File: config.mk
export PLATFORM = sky130hd
export DESIGN_NAME = interconnect_top
export DESIGN_NICKNAME = d
export VERILOG_FILES = /design/src/interconnect_pkg.sv /design/src/spi_minion.sv /design/src/msg_router.sv /design/src/blocking_crossbar.sv /design/src/deserializer.sv /design/src/serializer.sv /design/src/rr_arbiter.sv /design/src/interconnect_top.sv
export SDC_FILE = /design/constraint.sdc
export NUM_CORES = 1
export LEC_CHECK = 0
export BUFFER_PORTS_ARGS = -buffer_cell sky130_fd_sc_hd__buf_2
export CAP_MARGIN = 20
export CORE_ASPECT_RATIO = 0.75
export CORE_UTILIZATION = 59
export DETAILED_ROUTE_END_ITERATION = 8
export PLACE_DENSITY = 0.86
export SYNTH_ARGS = -nofsm -noshare
export SYNTH_HDL_FRONTEND = slang
export SYNTH_SLANG_ARGS = --single-unit
File: constraint.sdc
create_clock -name clk -period 4.98 [get_ports clk]
set_input_delay 0.996 -clock clk [delete_from_list [all_inputs] [get_ports clk]]
set_output_delay 0.996 -clock clk [all_outputs]
set_load 0.05 [all_outputs]
File: src/interconnect_pkg.sv
package interconnect_pkg;

  // message is address over data
  localparam int MSG_W  = 18;
  localparam int DATA_W = 16;
  localparam int ADDR_W = 2;

  // destination decoded from the top message bits
  typedef enum logic [ADDR_W-1:0] {
    ADDR_XBAR_DATA = 2'd0,
    ADDR_XBAR_CTRL = 2'd1,
    ADDR_ECHO      = 2'd2,
    ADDR_DROP      = 2'd3
  } msg_addr_e;

  // return stream index, doubles as the response tag
  typedef enum logic [MSG_W-DATA_W-1:0] {
    SRC_DIRECT = 2'd0,
    SRC_FRAME  = 2'd1,
    SRC_ECHO   = 2'd2
  } ret_src_e;

  // response word, tag in 17:16 and data in 15:0
  typedef struct packed {
    ret_src_e          tag;
    logic [DATA_W-1:0] data;
  } resp_t;

  typedef enum logic [1:0] {IDLE, SHIFT, COMMIT} spi_state_e;

  typedef enum logic {FILL, DRAIN} frame_state_e;

endpackage

File: src/spi_minion.sv
`timescale 1ns/100ps

module spi_minion import interconnect_pkg::*; #(
  parameter int BIT_WIDTH = MSG_W
) (
  input  logic                 clk,
  input  logic                 rst,
  input  logic                 cs,
  input  logic                 sclk,
  input  logic                 mosi,
  output logic                 miso,
  output logic                 minion_parity,
  output logic                 adapter_parity,
  output logic                 send_val,
  input  logic                 send_rdy,
  output logic [BIT_WIDTH-1:0] send_msg,
  input  logic                 recv_val,
  output logic                 recv_rdy,
  input  logic [BIT_WIDTH-1:0] recv_msg
);

  // two flag bits ahead of the payload
  localparam int FRAME_W = BIT_WIDTH + 2;

  spi_state_e           state_q;
  logic [2:0]           sclk_q;
  logic [2:0]           cs_q;
  logic [1:0]           mosi_q;
  logic                 sclk_rise;
  logic                 sclk_fall;
  logic                 cs_fall;
  logic                 cs_rise;
  logic [FRAME_W-1:0]   rx_q;
  logic [FRAME_W-1:0]   tx_q;
  logic                 snap_resp_val_q;
  logic                 snap_req_space_q;
  logic                 req_full_q;
  logic [BIT_WIDTH-1:0] req_data_q;
  logic                 resp_full_q;
  logic [BIT_WIDTH-1:0] resp_data_q;
  logic                 host_val;
  logic                 host_rdy;
  logic [BIT_WIDTH-1:0] host_payload;

  // 2-flop sync, third flop for edge detect
  always_ff @(posedge clk) begin
    if (rst) begin
      sclk_q <= '0;
      cs_q   <= '1;
    end else begin
      sclk_q <= {sclk_q[1:0], sclk};
      cs_q   <= {cs_q[1:0], cs};
    end
  end

  assign sclk_rise = sclk_q[1] & ~sclk_q[2];
  assign sclk_fall = ~sclk_q[1] & sclk_q[2];
  assign cs_fall   = ~cs_q[1] & cs_q[2];
  assign cs_rise   = cs_q[1] & ~cs_q[2];

  // mosi flags then payload, MSB first
  assign host_val     = rx_q[FRAME_W-1];
  assign host_rdy     = rx_q[FRAME_W-2];
  assign host_payload = rx_q[BIT_WIDTH-1:0];

  always_ff @(posedge clk) begin
    if (rst) begin
      state_q          <= IDLE;
      tx_q             <= '0;
      snap_resp_val_q  <= 1'b0;
      snap_req_space_q <= 1'b0;
      req_full_q       <= 1'b0;
      resp_full_q      <= 1'b0;
      minion_parity    <= 1'b0;
      adapter_parity   <= 1'b0;
    end else begin
      // router took the request
      if (send_val && send_rdy) begin
        req_full_q <= 1'b0;
      end
      if (recv_val && recv_rdy) begin
        resp_full_q <= 1'b1;
      end
      case (state_q)
        IDLE: begin
          // snapshot flags and response for this frame
          if (cs_fall) begin
            snap_resp_val_q  <= resp_full_q;
            snap_req_space_q <= !req_full_q;
            tx_q    <= {resp_full_q, !req_full_q, resp_full_q ? resp_data_q : '0};
            state_q <= SHIFT;
          end
        end
        SHIFT: begin
          // next miso bit on falling sclk
          if (sclk_fall) begin
            tx_q <= {tx_q[FRAME_W-2:0], 1'b0};
          end
          if (cs_rise) begin
            state_q <= COMMIT;
          end
        end
        COMMIT: begin
          if (host_val && snap_req_space_q) begin
            req_full_q    <= 1'b1;
            minion_parity <= ^host_payload;
          end
          // host consumed the response
          if (host_rdy && snap_resp_val_q) begin
            resp_full_q    <= 1'b0;
            adapter_parity <= ^resp_data_q;
          end
          state_q <= IDLE;
        end
        default: state_q <= IDLE;
      endcase
    end
  end

  always_ff @(posedge clk) begin
    mosi_q <= {mosi_q[0], mosi};
    // sample mosi aligned with the synced sclk
    if (state_q == SHIFT && sclk_rise) begin
      rx_q <= {rx_q[FRAME_W-2:0], mosi_q[1]};
    end
    if (state_q == COMMIT && host_val && snap_req_space_q) begin
      req_data_q <= host_payload;
    end
    if (recv_val && recv_rdy) begin
      resp_data_q <= recv_msg;
    end
  end

  assign miso     = tx_q[FRAME_W-1];
  assign send_val = req_full_q;
  assign send_msg = req_data_q;
  // one-deep response buffer
  assign recv_rdy = !resp_full_q;

endmodule

File: src/msg_router.sv
`timescale 1ns/100ps

module msg_router import interconnect_pkg::*; (
  input  logic             clk,
  input  logic             rst,
  input  logic             recv_val,
  output logic             recv_rdy,
  input  logic [MSG_W-1:0] recv_msg,
  output logic             send_val [3],
  input  logic             send_rdy [3],
  output logic [MSG_W-1:0] send_msg [3]
);

  msg_addr_e addr;

  // address in the top message bits
  assign addr = msg_addr_e'(recv_msg[MSG_W-1 -: ADDR_W]);

  always_comb begin
    for (int i = 0; i < 3; i++) begin
      send_val[i] = 1'b0;
      send_msg[i] = recv_msg;
    end
    recv_rdy = 1'b0;
    case (addr)
      ADDR_XBAR_DATA: begin
        send_val[0] = recv_val;
        recv_rdy    = send_rdy[0];
      end
      ADDR_XBAR_CTRL: begin
        send_val[1] = recv_val;
        recv_rdy    = send_rdy[1];
      end
      ADDR_ECHO: begin
        send_val[2] = recv_val;
        recv_rdy    = send_rdy[2];
      end
      // drop address, always absorbed
      default: recv_rdy = 1'b1;
    endcase
  end

endmodule

File: src/blocking_crossbar.sv
`timescale 1ns/100ps

module blocking_crossbar import interconnect_pkg::*; #(
  parameter int N_OUTPUTS = 2
) (
  input  logic              clk,
  input  logic              rst,
  input  logic              recv_val,
  output logic              recv_rdy,
  input  logic [MSG_W-1:0]  recv_msg,
  output logic              send_val [N_OUTPUTS],
  input  logic              send_rdy [N_OUTPUTS],
  output logic [DATA_W-1:0] send_msg [N_OUTPUTS],
  input  logic              ctrl_val,
  output logic              ctrl_rdy,
  input  logic [MSG_W-1:0]  ctrl_msg
);

  localparam int SEL_W = (N_OUTPUTS > 1) ? $clog2(N_OUTPUTS) : 1;

  logic [SEL_W-1:0] sel_q;

  // select register, written by a control transfer
  always_ff @(posedge clk) begin
    if (rst) begin
      sel_q <= '0;
    end else if (ctrl_val && ctrl_rdy) begin
      sel_q <= ctrl_msg[SEL_W-1:0];
    end
  end

  // select always writable
  assign ctrl_rdy = 1'b1;

  // only the selected output sees val, data field only
  always_comb begin
    for (int i = 0; i < N_OUTPUTS; i++) begin
      send_val[i] = recv_val && (sel_q == SEL_W'(i));
      send_msg[i] = recv_msg[DATA_W-1:0];
    end
  end

  // blocking, selected rdy only
  assign recv_rdy = send_rdy[sel_q];

endmodule

File: src/deserializer.sv
`timescale 1ns/100ps

module deserializer import interconnect_pkg::*; #(
  parameter int N_SAMPLES = 4
) (
  input  logic              clk,
  input  logic              rst,
  input  logic              recv_val,
  output logic              recv_rdy,
  input  logic [DATA_W-1:0] recv_msg,
  output logic              send_val,
  input  logic              send_rdy,
  output logic [DATA_W-1:0] send_msg [N_SAMPLES]
);

  localparam int CNT_W = (N_SAMPLES > 1) ? $clog2(N_SAMPLES) : 1;

  frame_state_e      state_q;
  logic [CNT_W-1:0]  count_q;
  logic [DATA_W-1:0] frame_q [N_SAMPLES];

  always_ff @(posedge clk) begin
    if (rst) begin
      state_q <= FILL;
      count_q <= '0;
    end else begin
      case (state_q)
        FILL: begin
          if (recv_val && recv_rdy) begin
            // last word closes the frame
            if (count_q == CNT_W'(N_SAMPLES - 1)) begin
              count_q <= '0;
              state_q <= DRAIN;
            end else begin
              count_q <= count_q + 1'b1;
            end
          end
        end
        DRAIN: begin
          if (send_rdy) begin
            state_q <= FILL;
          end
        end
        default: state_q <= FILL;
      endcase
    end
  end

  always_ff @(posedge clk) begin
    if (recv_val && recv_rdy) begin
      frame_q[count_q] <= recv_msg;
    end
  end

  // input blocked while a full frame waits
  assign recv_rdy = (state_q == FILL);
  assign send_val = (state_q == DRAIN);
  assign send_msg = frame_q;

endmodule

File: src/serializer.sv
`timescale 1ns/100ps

module serializer import interconnect_pkg::*; #(
  parameter int N_SAMPLES = 4
) (
  input  logic              clk,
  input  logic              rst,
  input  logic              recv_val,
  output logic              recv_rdy,
  input  logic [DATA_W-1:0] recv_msg [N_SAMPLES],
  output logic              send_val,
  input  logic              send_rdy,
  output logic [DATA_W-1:0] send_msg
);

  localparam int IDX_W = (N_SAMPLES > 1) ? $clog2(N_SAMPLES) : 1;

  // fill is idle, drain is replay
  frame_state_e      state_q;
  logic [IDX_W-1:0]  idx_q;
  logic [DATA_W-1:0] frame_q [N_SAMPLES];

  always_ff @(posedge clk) begin
    if (rst) begin
      state_q <= FILL;
      idx_q   <= '0;
    end else begin
      case (state_q)
        FILL: begin
          if (recv_val && recv_rdy) begin
            idx_q   <= '0;
            state_q <= DRAIN;
          end
        end
        DRAIN: begin
          if (send_rdy) begin
            // back to idle after the last word
            if (idx_q == IDX_W'(N_SAMPLES - 1)) begin
              state_q <= FILL;
            end else begin
              idx_q <= idx_q + 1'b1;
            end
          end
        end
        default: state_q <= FILL;
      endcase
    end
  end

  always_ff @(posedge clk) begin
    if (recv_val && recv_rdy) begin
      frame_q <= recv_msg;
    end
  end

  assign recv_rdy = (state_q == FILL);
  assign send_val = (state_q == DRAIN);
  assign send_msg = frame_q[idx_q];

endmodule

File: src/rr_arbiter.sv
`timescale 1ns/100ps

module rr_arbiter import interconnect_pkg::*; #(
  parameter int N_INPUTS = 3
) (
  input  logic              clk,
  input  logic              rst,
  input  logic              recv_val [N_INPUTS],
  output logic              recv_rdy [N_INPUTS],
  input  logic [DATA_W-1:0] recv_msg [N_INPUTS],
  output logic              send_val,
  input  logic              send_rdy,
  output logic [MSG_W-1:0]  send_msg
);

  localparam int IDX_W = (N_INPUTS > 1) ? $clog2(N_INPUTS) : 1;

  logic [IDX_W-1:0] ptr_q;
  logic [IDX_W-1:0] lock_idx_q;
  logic             lock_q;
  logic [IDX_W-1:0] grant;
  logic             found;
  resp_t            resp;

  // first valid at or after the pointer
  always_comb begin
    int cand;
    found = 1'b0;
    grant = ptr_q;
    cand  = 0;
    if (lock_q) begin
      // stalled winner keeps the grant
      found = 1'b1;
      grant = lock_idx_q;
    end else begin
      for (int k = 0; k < N_INPUTS; k++) begin
        cand = (int'(ptr_q) + k) % N_INPUTS;
        if (!found && recv_val[cand]) begin
          found = 1'b1;
          grant = IDX_W'(cand);
        end
      end
    end
  end

  always_ff @(posedge clk) begin
    if (rst) begin
      ptr_q      <= '0;
      lock_q     <= 1'b0;
      lock_idx_q <= '0;
    end else if (send_val && send_rdy) begin
      // pointer moves past the winner
      ptr_q  <= (grant == IDX_W'(N_INPUTS - 1)) ? '0 : grant + 1'b1;
      lock_q <= 1'b0;
    end else if (send_val) begin
      lock_q     <= 1'b1;
      lock_idx_q <= grant;
    end
  end

  always_comb begin
    for (int i = 0; i < N_INPUTS; i++) begin
      recv_rdy[i] = send_rdy && found && (grant == IDX_W'(i));
    end
  end

  // source index as tag over data
  assign resp.tag  = ret_src_e'(grant);
  assign resp.data = recv_msg[grant];
  assign send_val  = found;
  assign send_msg  = resp;

endmodule

File: src/interconnect_top.sv
`timescale 1ns/100ps

module interconnect_top import interconnect_pkg::*; #(
  parameter int N_SAMPLES = 4,
  parameter int SPI_BITS  = MSG_W
) (
  input  logic clk,
  input  logic rst,
  input  logic cs,
  input  logic sclk,
  input  logic mosi,
  output logic miso,
  output logic minion_parity,
  output logic adapter_parity
);

  logic                spi_send_val;
  logic                spi_send_rdy;
  logic [SPI_BITS-1:0] spi_send_msg;
  logic                spi_recv_val;
  logic                spi_recv_rdy;
  logic [SPI_BITS-1:0] spi_recv_msg;
  logic                router_val [3];
  logic                router_rdy [3];
  logic [MSG_W-1:0]    router_msg [3];
  logic                xbar_val [2];
  logic                xbar_rdy [2];
  logic [DATA_W-1:0]   xbar_msg [2];
  logic                frame_val;
  logic                frame_rdy;
  logic [DATA_W-1:0]   frame_msg [N_SAMPLES];
  logic                arb_val [3];
  logic                arb_rdy [3];
  logic [DATA_W-1:0]   arb_msg [3];

  spi_minion #(.BIT_WIDTH(SPI_BITS)) spi_minion_inst (
    .clk(clk), .rst(rst), .cs(cs), .sclk(sclk), .mosi(mosi), .miso(miso),
    .minion_parity(minion_parity), .adapter_parity(adapter_parity),
    .send_val(spi_send_val), .send_rdy(spi_send_rdy), .send_msg(spi_send_msg),
    .recv_val(spi_recv_val), .recv_rdy(spi_recv_rdy), .recv_msg(spi_recv_msg)
  );

  msg_router msg_router_inst (
    .clk(clk), .rst(rst),
    .recv_val(spi_send_val), .recv_rdy(spi_send_rdy), .recv_msg(spi_send_msg),
    .send_val(router_val), .send_rdy(router_rdy), .send_msg(router_msg)
  );

  // address 0 data, address 1 select
  blocking_crossbar #(.N_OUTPUTS(2)) blocking_crossbar_inst (
    .clk(clk), .rst(rst),
    .recv_val(router_val[0]), .recv_rdy(router_rdy[0]), .recv_msg(router_msg[0]),
    .send_val(xbar_val), .send_rdy(xbar_rdy), .send_msg(xbar_msg),
    .ctrl_val(router_val[1]), .ctrl_rdy(router_rdy[1]), .ctrl_msg(router_msg[1])
  );

  // frame path on crossbar output 1
  deserializer #(.N_SAMPLES(N_SAMPLES)) deserializer_inst (
    .clk(clk), .rst(rst),
    .recv_val(xbar_val[1]), .recv_rdy(xbar_rdy[1]), .recv_msg(xbar_msg[1]),
    .send_val(frame_val), .send_rdy(frame_rdy), .send_msg(frame_msg)
  );

  serializer #(.N_SAMPLES(N_SAMPLES)) serializer_inst (
    .clk(clk), .rst(rst),
    .recv_val(frame_val), .recv_rdy(frame_rdy), .recv_msg(frame_msg),
    .send_val(arb_val[SRC_FRAME]), .send_rdy(arb_rdy[SRC_FRAME]),
    .send_msg(arb_msg[SRC_FRAME])
  );

  // direct return from crossbar output 0
  assign arb_val[SRC_DIRECT] = xbar_val[0];
  assign arb_msg[SRC_DIRECT] = xbar_msg[0];
  assign xbar_rdy[0]         = arb_rdy[SRC_DIRECT];

  // echo skips the crossbar
  assign arb_val[SRC_ECHO] = router_val[2];
  assign arb_msg[SRC_ECHO] = router_msg[2][DATA_W-1:0];
  assign router_rdy[2]     = arb_rdy[SRC_ECHO];

  rr_arbiter #(.N_INPUTS(3)) rr_arbiter_inst (
    .clk(clk), .rst(rst),
    .recv_val(arb_val), .recv_rdy(arb_rdy), .recv_msg(arb_msg),
    .send_val(spi_recv_val), .send_rdy(spi_recv_rdy), .send_msg(spi_recv_msg)
  );

endmodule

==> impl_metrics.json <==
{
  "drive_above_1_share_pct": 15.7,
  "cts_root_buf": "clkbuf_16",
  "cts_setup_buffers": 0,
  "grt_util_all_layers_pct": 20.8,
  "synth_mux_area_share_pct": 5.01,
  "synth_top_cell_area_share_pct": 62.7,
  "grt_max_degree": 67,
  "areaGrowthSynthToFinish_pct": 12.2,
  "viasPerCell": 5.82,
  "status": "finished clean",
  "worst_path_most_repeated_cell": "inv_1",
  "first_iter_violations": 404,
  "r2r_slack_ns": 1.84,
  "peakVddDrop_uv": 362,
  "total_power_w": 0.00395,
  "min_path_type": "flop to flop",
  "grt_pass1_vias": 4490,
  "post-place-ws_ns": 1.89,
  "initial_core_util_pct": 60.8,
  "antenna_found_initial": 0,
  "synth_area_um2": 8810,
  "setup_viol": 0,
  "clkLatencyLatePin_ns": 0.52,
  "drc": 0,
  "critPathKind": "flop to flop",
  "maxSlewHeadroom_pct": 27.4,
  "synth_xor_area_share_pct": 3.38,
  "drt-wirelength-per-cell_um": 19.2,
  "clkTransAtPathRegs_ns": 0.06,
  "synth_top_area_cell": "edfxtp_1",
  "finalMaxSlewViolations": 0,
  "cp_max_fo": 17,
  "cts.path.max_buffers": 3,
  "cts_max_level": 1,
  "synth_edf_count": 184,
  "r2r_end": "spi_minion_inst.resp_data_q[3]$_DFFE_PN_",
  "numPortBuffers": 7,
  "slowest_stage": "a2111oi_2",
  "yosys-top-cells-area": "edfxtp_1 63%, dfxtp_1 11%, mux4_2 4.1%",
  "avgSynthCellArea_um2": 15.5,
  "synth_most_common_cell": "edfxtp_1",
  "yosysSeqAreaShare_pct": 73.6,
  "worst_slew_pin_slew_ns": 1.09,
  "grt-ovfl-total": 0,
  "grt_pass1_wl_um": 24000,
  "path_cells": "inv_1 -> ha_1 -> inv_1 -> o22ai_1 -> a2111oi_2 -> a211oi_4 -> nand2_2 -> inv_2 -> o21ai_2 -> o21ai_0",
  "dieArea_um2": 15400,
  "crit_path_end_kind": "flop",
  "cts-resized-gates": 0,
  "netlist_instances": 569,
  "drt_pass1_iterations": 5,
  "grt_setup_unrepaired": "no",
  "synthArstFlopShare_pct": 0,
  "die_w_um": 143,
  "cp.required_ns": 5.19,
  "synth-simple-area-share_pct": 8.29,
  "holdBufCountCts": 0,
  "cts_made_buffers": 22,
  "place.gp.congestion": 0.848,
  "row_count": 38,
  "core_area_um2": 14500,
  "synth_compound_area_share_pct": 6.03,
  "power_density_nw_per_um2": 399,
  "ioPinCount": 8,
  "antenna_cells": 0,
  "critPathArrivalTime_ns": 3.34,
  "synthAdderAreaFrac_pct": 1.28,
  "cts_tree": "built",
  "fin_skew_ns": 0.0187,
  "timing.final.ws_setup_ns": 1.84,
  "max_stage_delay_ns": 0.54,
  "period_share_pct": 63.0,
  "fin_nets": 595,
  "vias": 4640,
  "ys_types": 51,
  "synth_top_flop_cell": "edfxtp_1",
  "ys_warn_count": 0,
  "maxCapViolCount": 0,
  "setup_tns_ns": 0,
  "whs_path_depth": 0,
  "hold_viol_final": 0,
  "fmax_ghz": 0.319,
  "cp-start-kind": "flop",
  "reg2reg_from": "rr_arbiter_inst.ptr_q[0]$_SDFFE_PP0N_",
  "syn_nets": 583,
  "postRouteAntennaNets": 0,
  "worstHoldEndpoint": "spi_minion_inst.mosi_q[1]$_DFF_P_",
  "synth_top_family_by_area": "simple AND/OR/NAND/NOR gates",
  "wirelength_um": 15300,
  "synth_seq_cells": 232,
  "synthTopCellsByCount": "184 x edfxtp_1, 48 x dfxtp_1, 46 x nand2_1",
  "p_leak_nw": 3.26,
  "clock_sinks": 232,
  "post-route-min-period_ns": 3.14,
  "fp.dieH_um": 108,
  "hpwl_um": 9620,
  "min_from": "spi_minion_inst.mosi_q[0]$_DFF_P_",
  "final_util_pct": 68.2,
  "worstRegToRegCells": 10
}
worst max-delay path: cells and delay by family (launching register included):
kind            cells  cell delay [ns]
compound gates      5             1.45
flops               1             0.38
buf+inv             3             0.35
fa+ha+maj           1             0.35
simple gates        1             0.31
layer usage:
layer	track usage [%]	wire, µm
met4	5.76	329
met3	3.96	947
met5	0	0
met1	30.5	7000
met2	32.2	7040
how the worst max path moves through the flow:
stage | cells past startpoint | slack [ns] | endpoint | start
floorplan | 4 | 1.06 | serializer_inst.idx_q[1]$_SDFFE_PP0P_ | serializer_inst.send_val$_SDFF_PP0_
global placement | 10 | 2.12 | spi_minion_inst.resp_data_q[2]$_DFFE_PN_ | rr_arbiter_inst.ptr_q[0]$_SDFFE_PP0N_
detailed placement | 10 | 1.89 | spi_minion_inst.resp_data_q[3]$_DFFE_PN_ | rr_arbiter_inst.ptr_q[0]$_SDFFE_PP0N_
CTS | 8 | 1.84 | spi_minion_inst.resp_data_q[3]$_DFFE_PN_ | rr_arbiter_inst.ptr_q[0]$_SDFFE_PP0N_
global route | 8 | 1.59 | spi_minion_inst.resp_data_q[3]$_DFFE_PN_ | rr_arbiter_inst.ptr_q[0]$_SDFFE_PP0N_
finish | 10 | 1.84 | spi_minion_inst.resp_data_q[3]$_DFFE_PN_ | rr_arbiter_inst.ptr_q[0]$_SDFFE_PP0N_
area by class of cell:
class | count | area, µm²
fillers | 901 | 4620
repair buffers | 12 | 93.8
clock inverters | 15 | 211
flip-flops and latches | 232 | 6490
multi-input cells | 286 | 2130
well taps | 200 | 250
inverters | 27 | 101
clock buffers | 25 | 614
cell families after synthesis:
logic type,Yosys count
adder cells (fa/ha/maj),9
flip-flops,232
buffers and inverters,51
XOR/XNOR,34
AND/OR/NAND/NOR,154
multiplexers,24
AO/OA/AOI/OAI,65
cells in the final DEF (no fill, tap or decap), types with 3 or more instances in the layout:
cell type,instances
mux2i_1,7
or3_1,3
nor2_1,42
ha_1,9
xor2_1,4
bufinv_16,4
clkbuf_16,25
a211oi_1,3
edfxtp_1,184
o21ai_2,11
nand2_1,46
and3_1,3
a21oi_1,8
nor2b_1,5
nand3_1,19
mux4_2,16
buf_2,7
xnor2_1,30
o21ai_0,7
nand2b_1,6
dfxtp_1,48
clkinv_2,5
nor3_1,6
inv_1,26
buf_4,3
o211ai_1,3
and2_1,8
or2_2,3
a311oi_1,18
stage by stage:
step           instance area (µm²)  cells  hold slack (ns)
2_1_floorplan                 8810    569            0.310
3_3_place_gp                  9020    755            0.319
3_5_place_dp                  9030    756            0.315
4_1_cts                       9860    796            0.336
5_1_grt                       9880    797            0.353
6_report                      9880    797            0.337
state kept, by name, summed over array words and instances (netlist names), 2 cells and up:
register and cells:
serializer_inst.idx_q 2, spi_minion_inst.state_q 2, spi_minion_inst.send_msg 18, deserializer_inst.send_msg 64, spi_minion_inst.cs_q 3, spi_minion_inst.sclk_q 3
spi_minion_inst.tx_q 20, rr_arbiter_inst.lock_idx_q 2, rr_arbiter_inst.ptr_q 2, deserializer_inst.count_q 2, spi_minion_inst.rx_q 20, serializer_inst.frame_q 64
spi_minion_inst.resp_data_q 18, spi_minion_inst.mosi_q 2
where the power goes:
group | total (W) | internal (W) | leakage (nW) | switching (W)
Combinational | 0.0000418 | 0.0000147 | 0.813 | 0.0000270
Sequential | 0.00208 | 0.00207 | 2.04 | 0.00000738
Clock | 0.00182 | 0.00111 | 0.401 | 0.000716
Note: power is estimated with default switching activity, not from simulation.
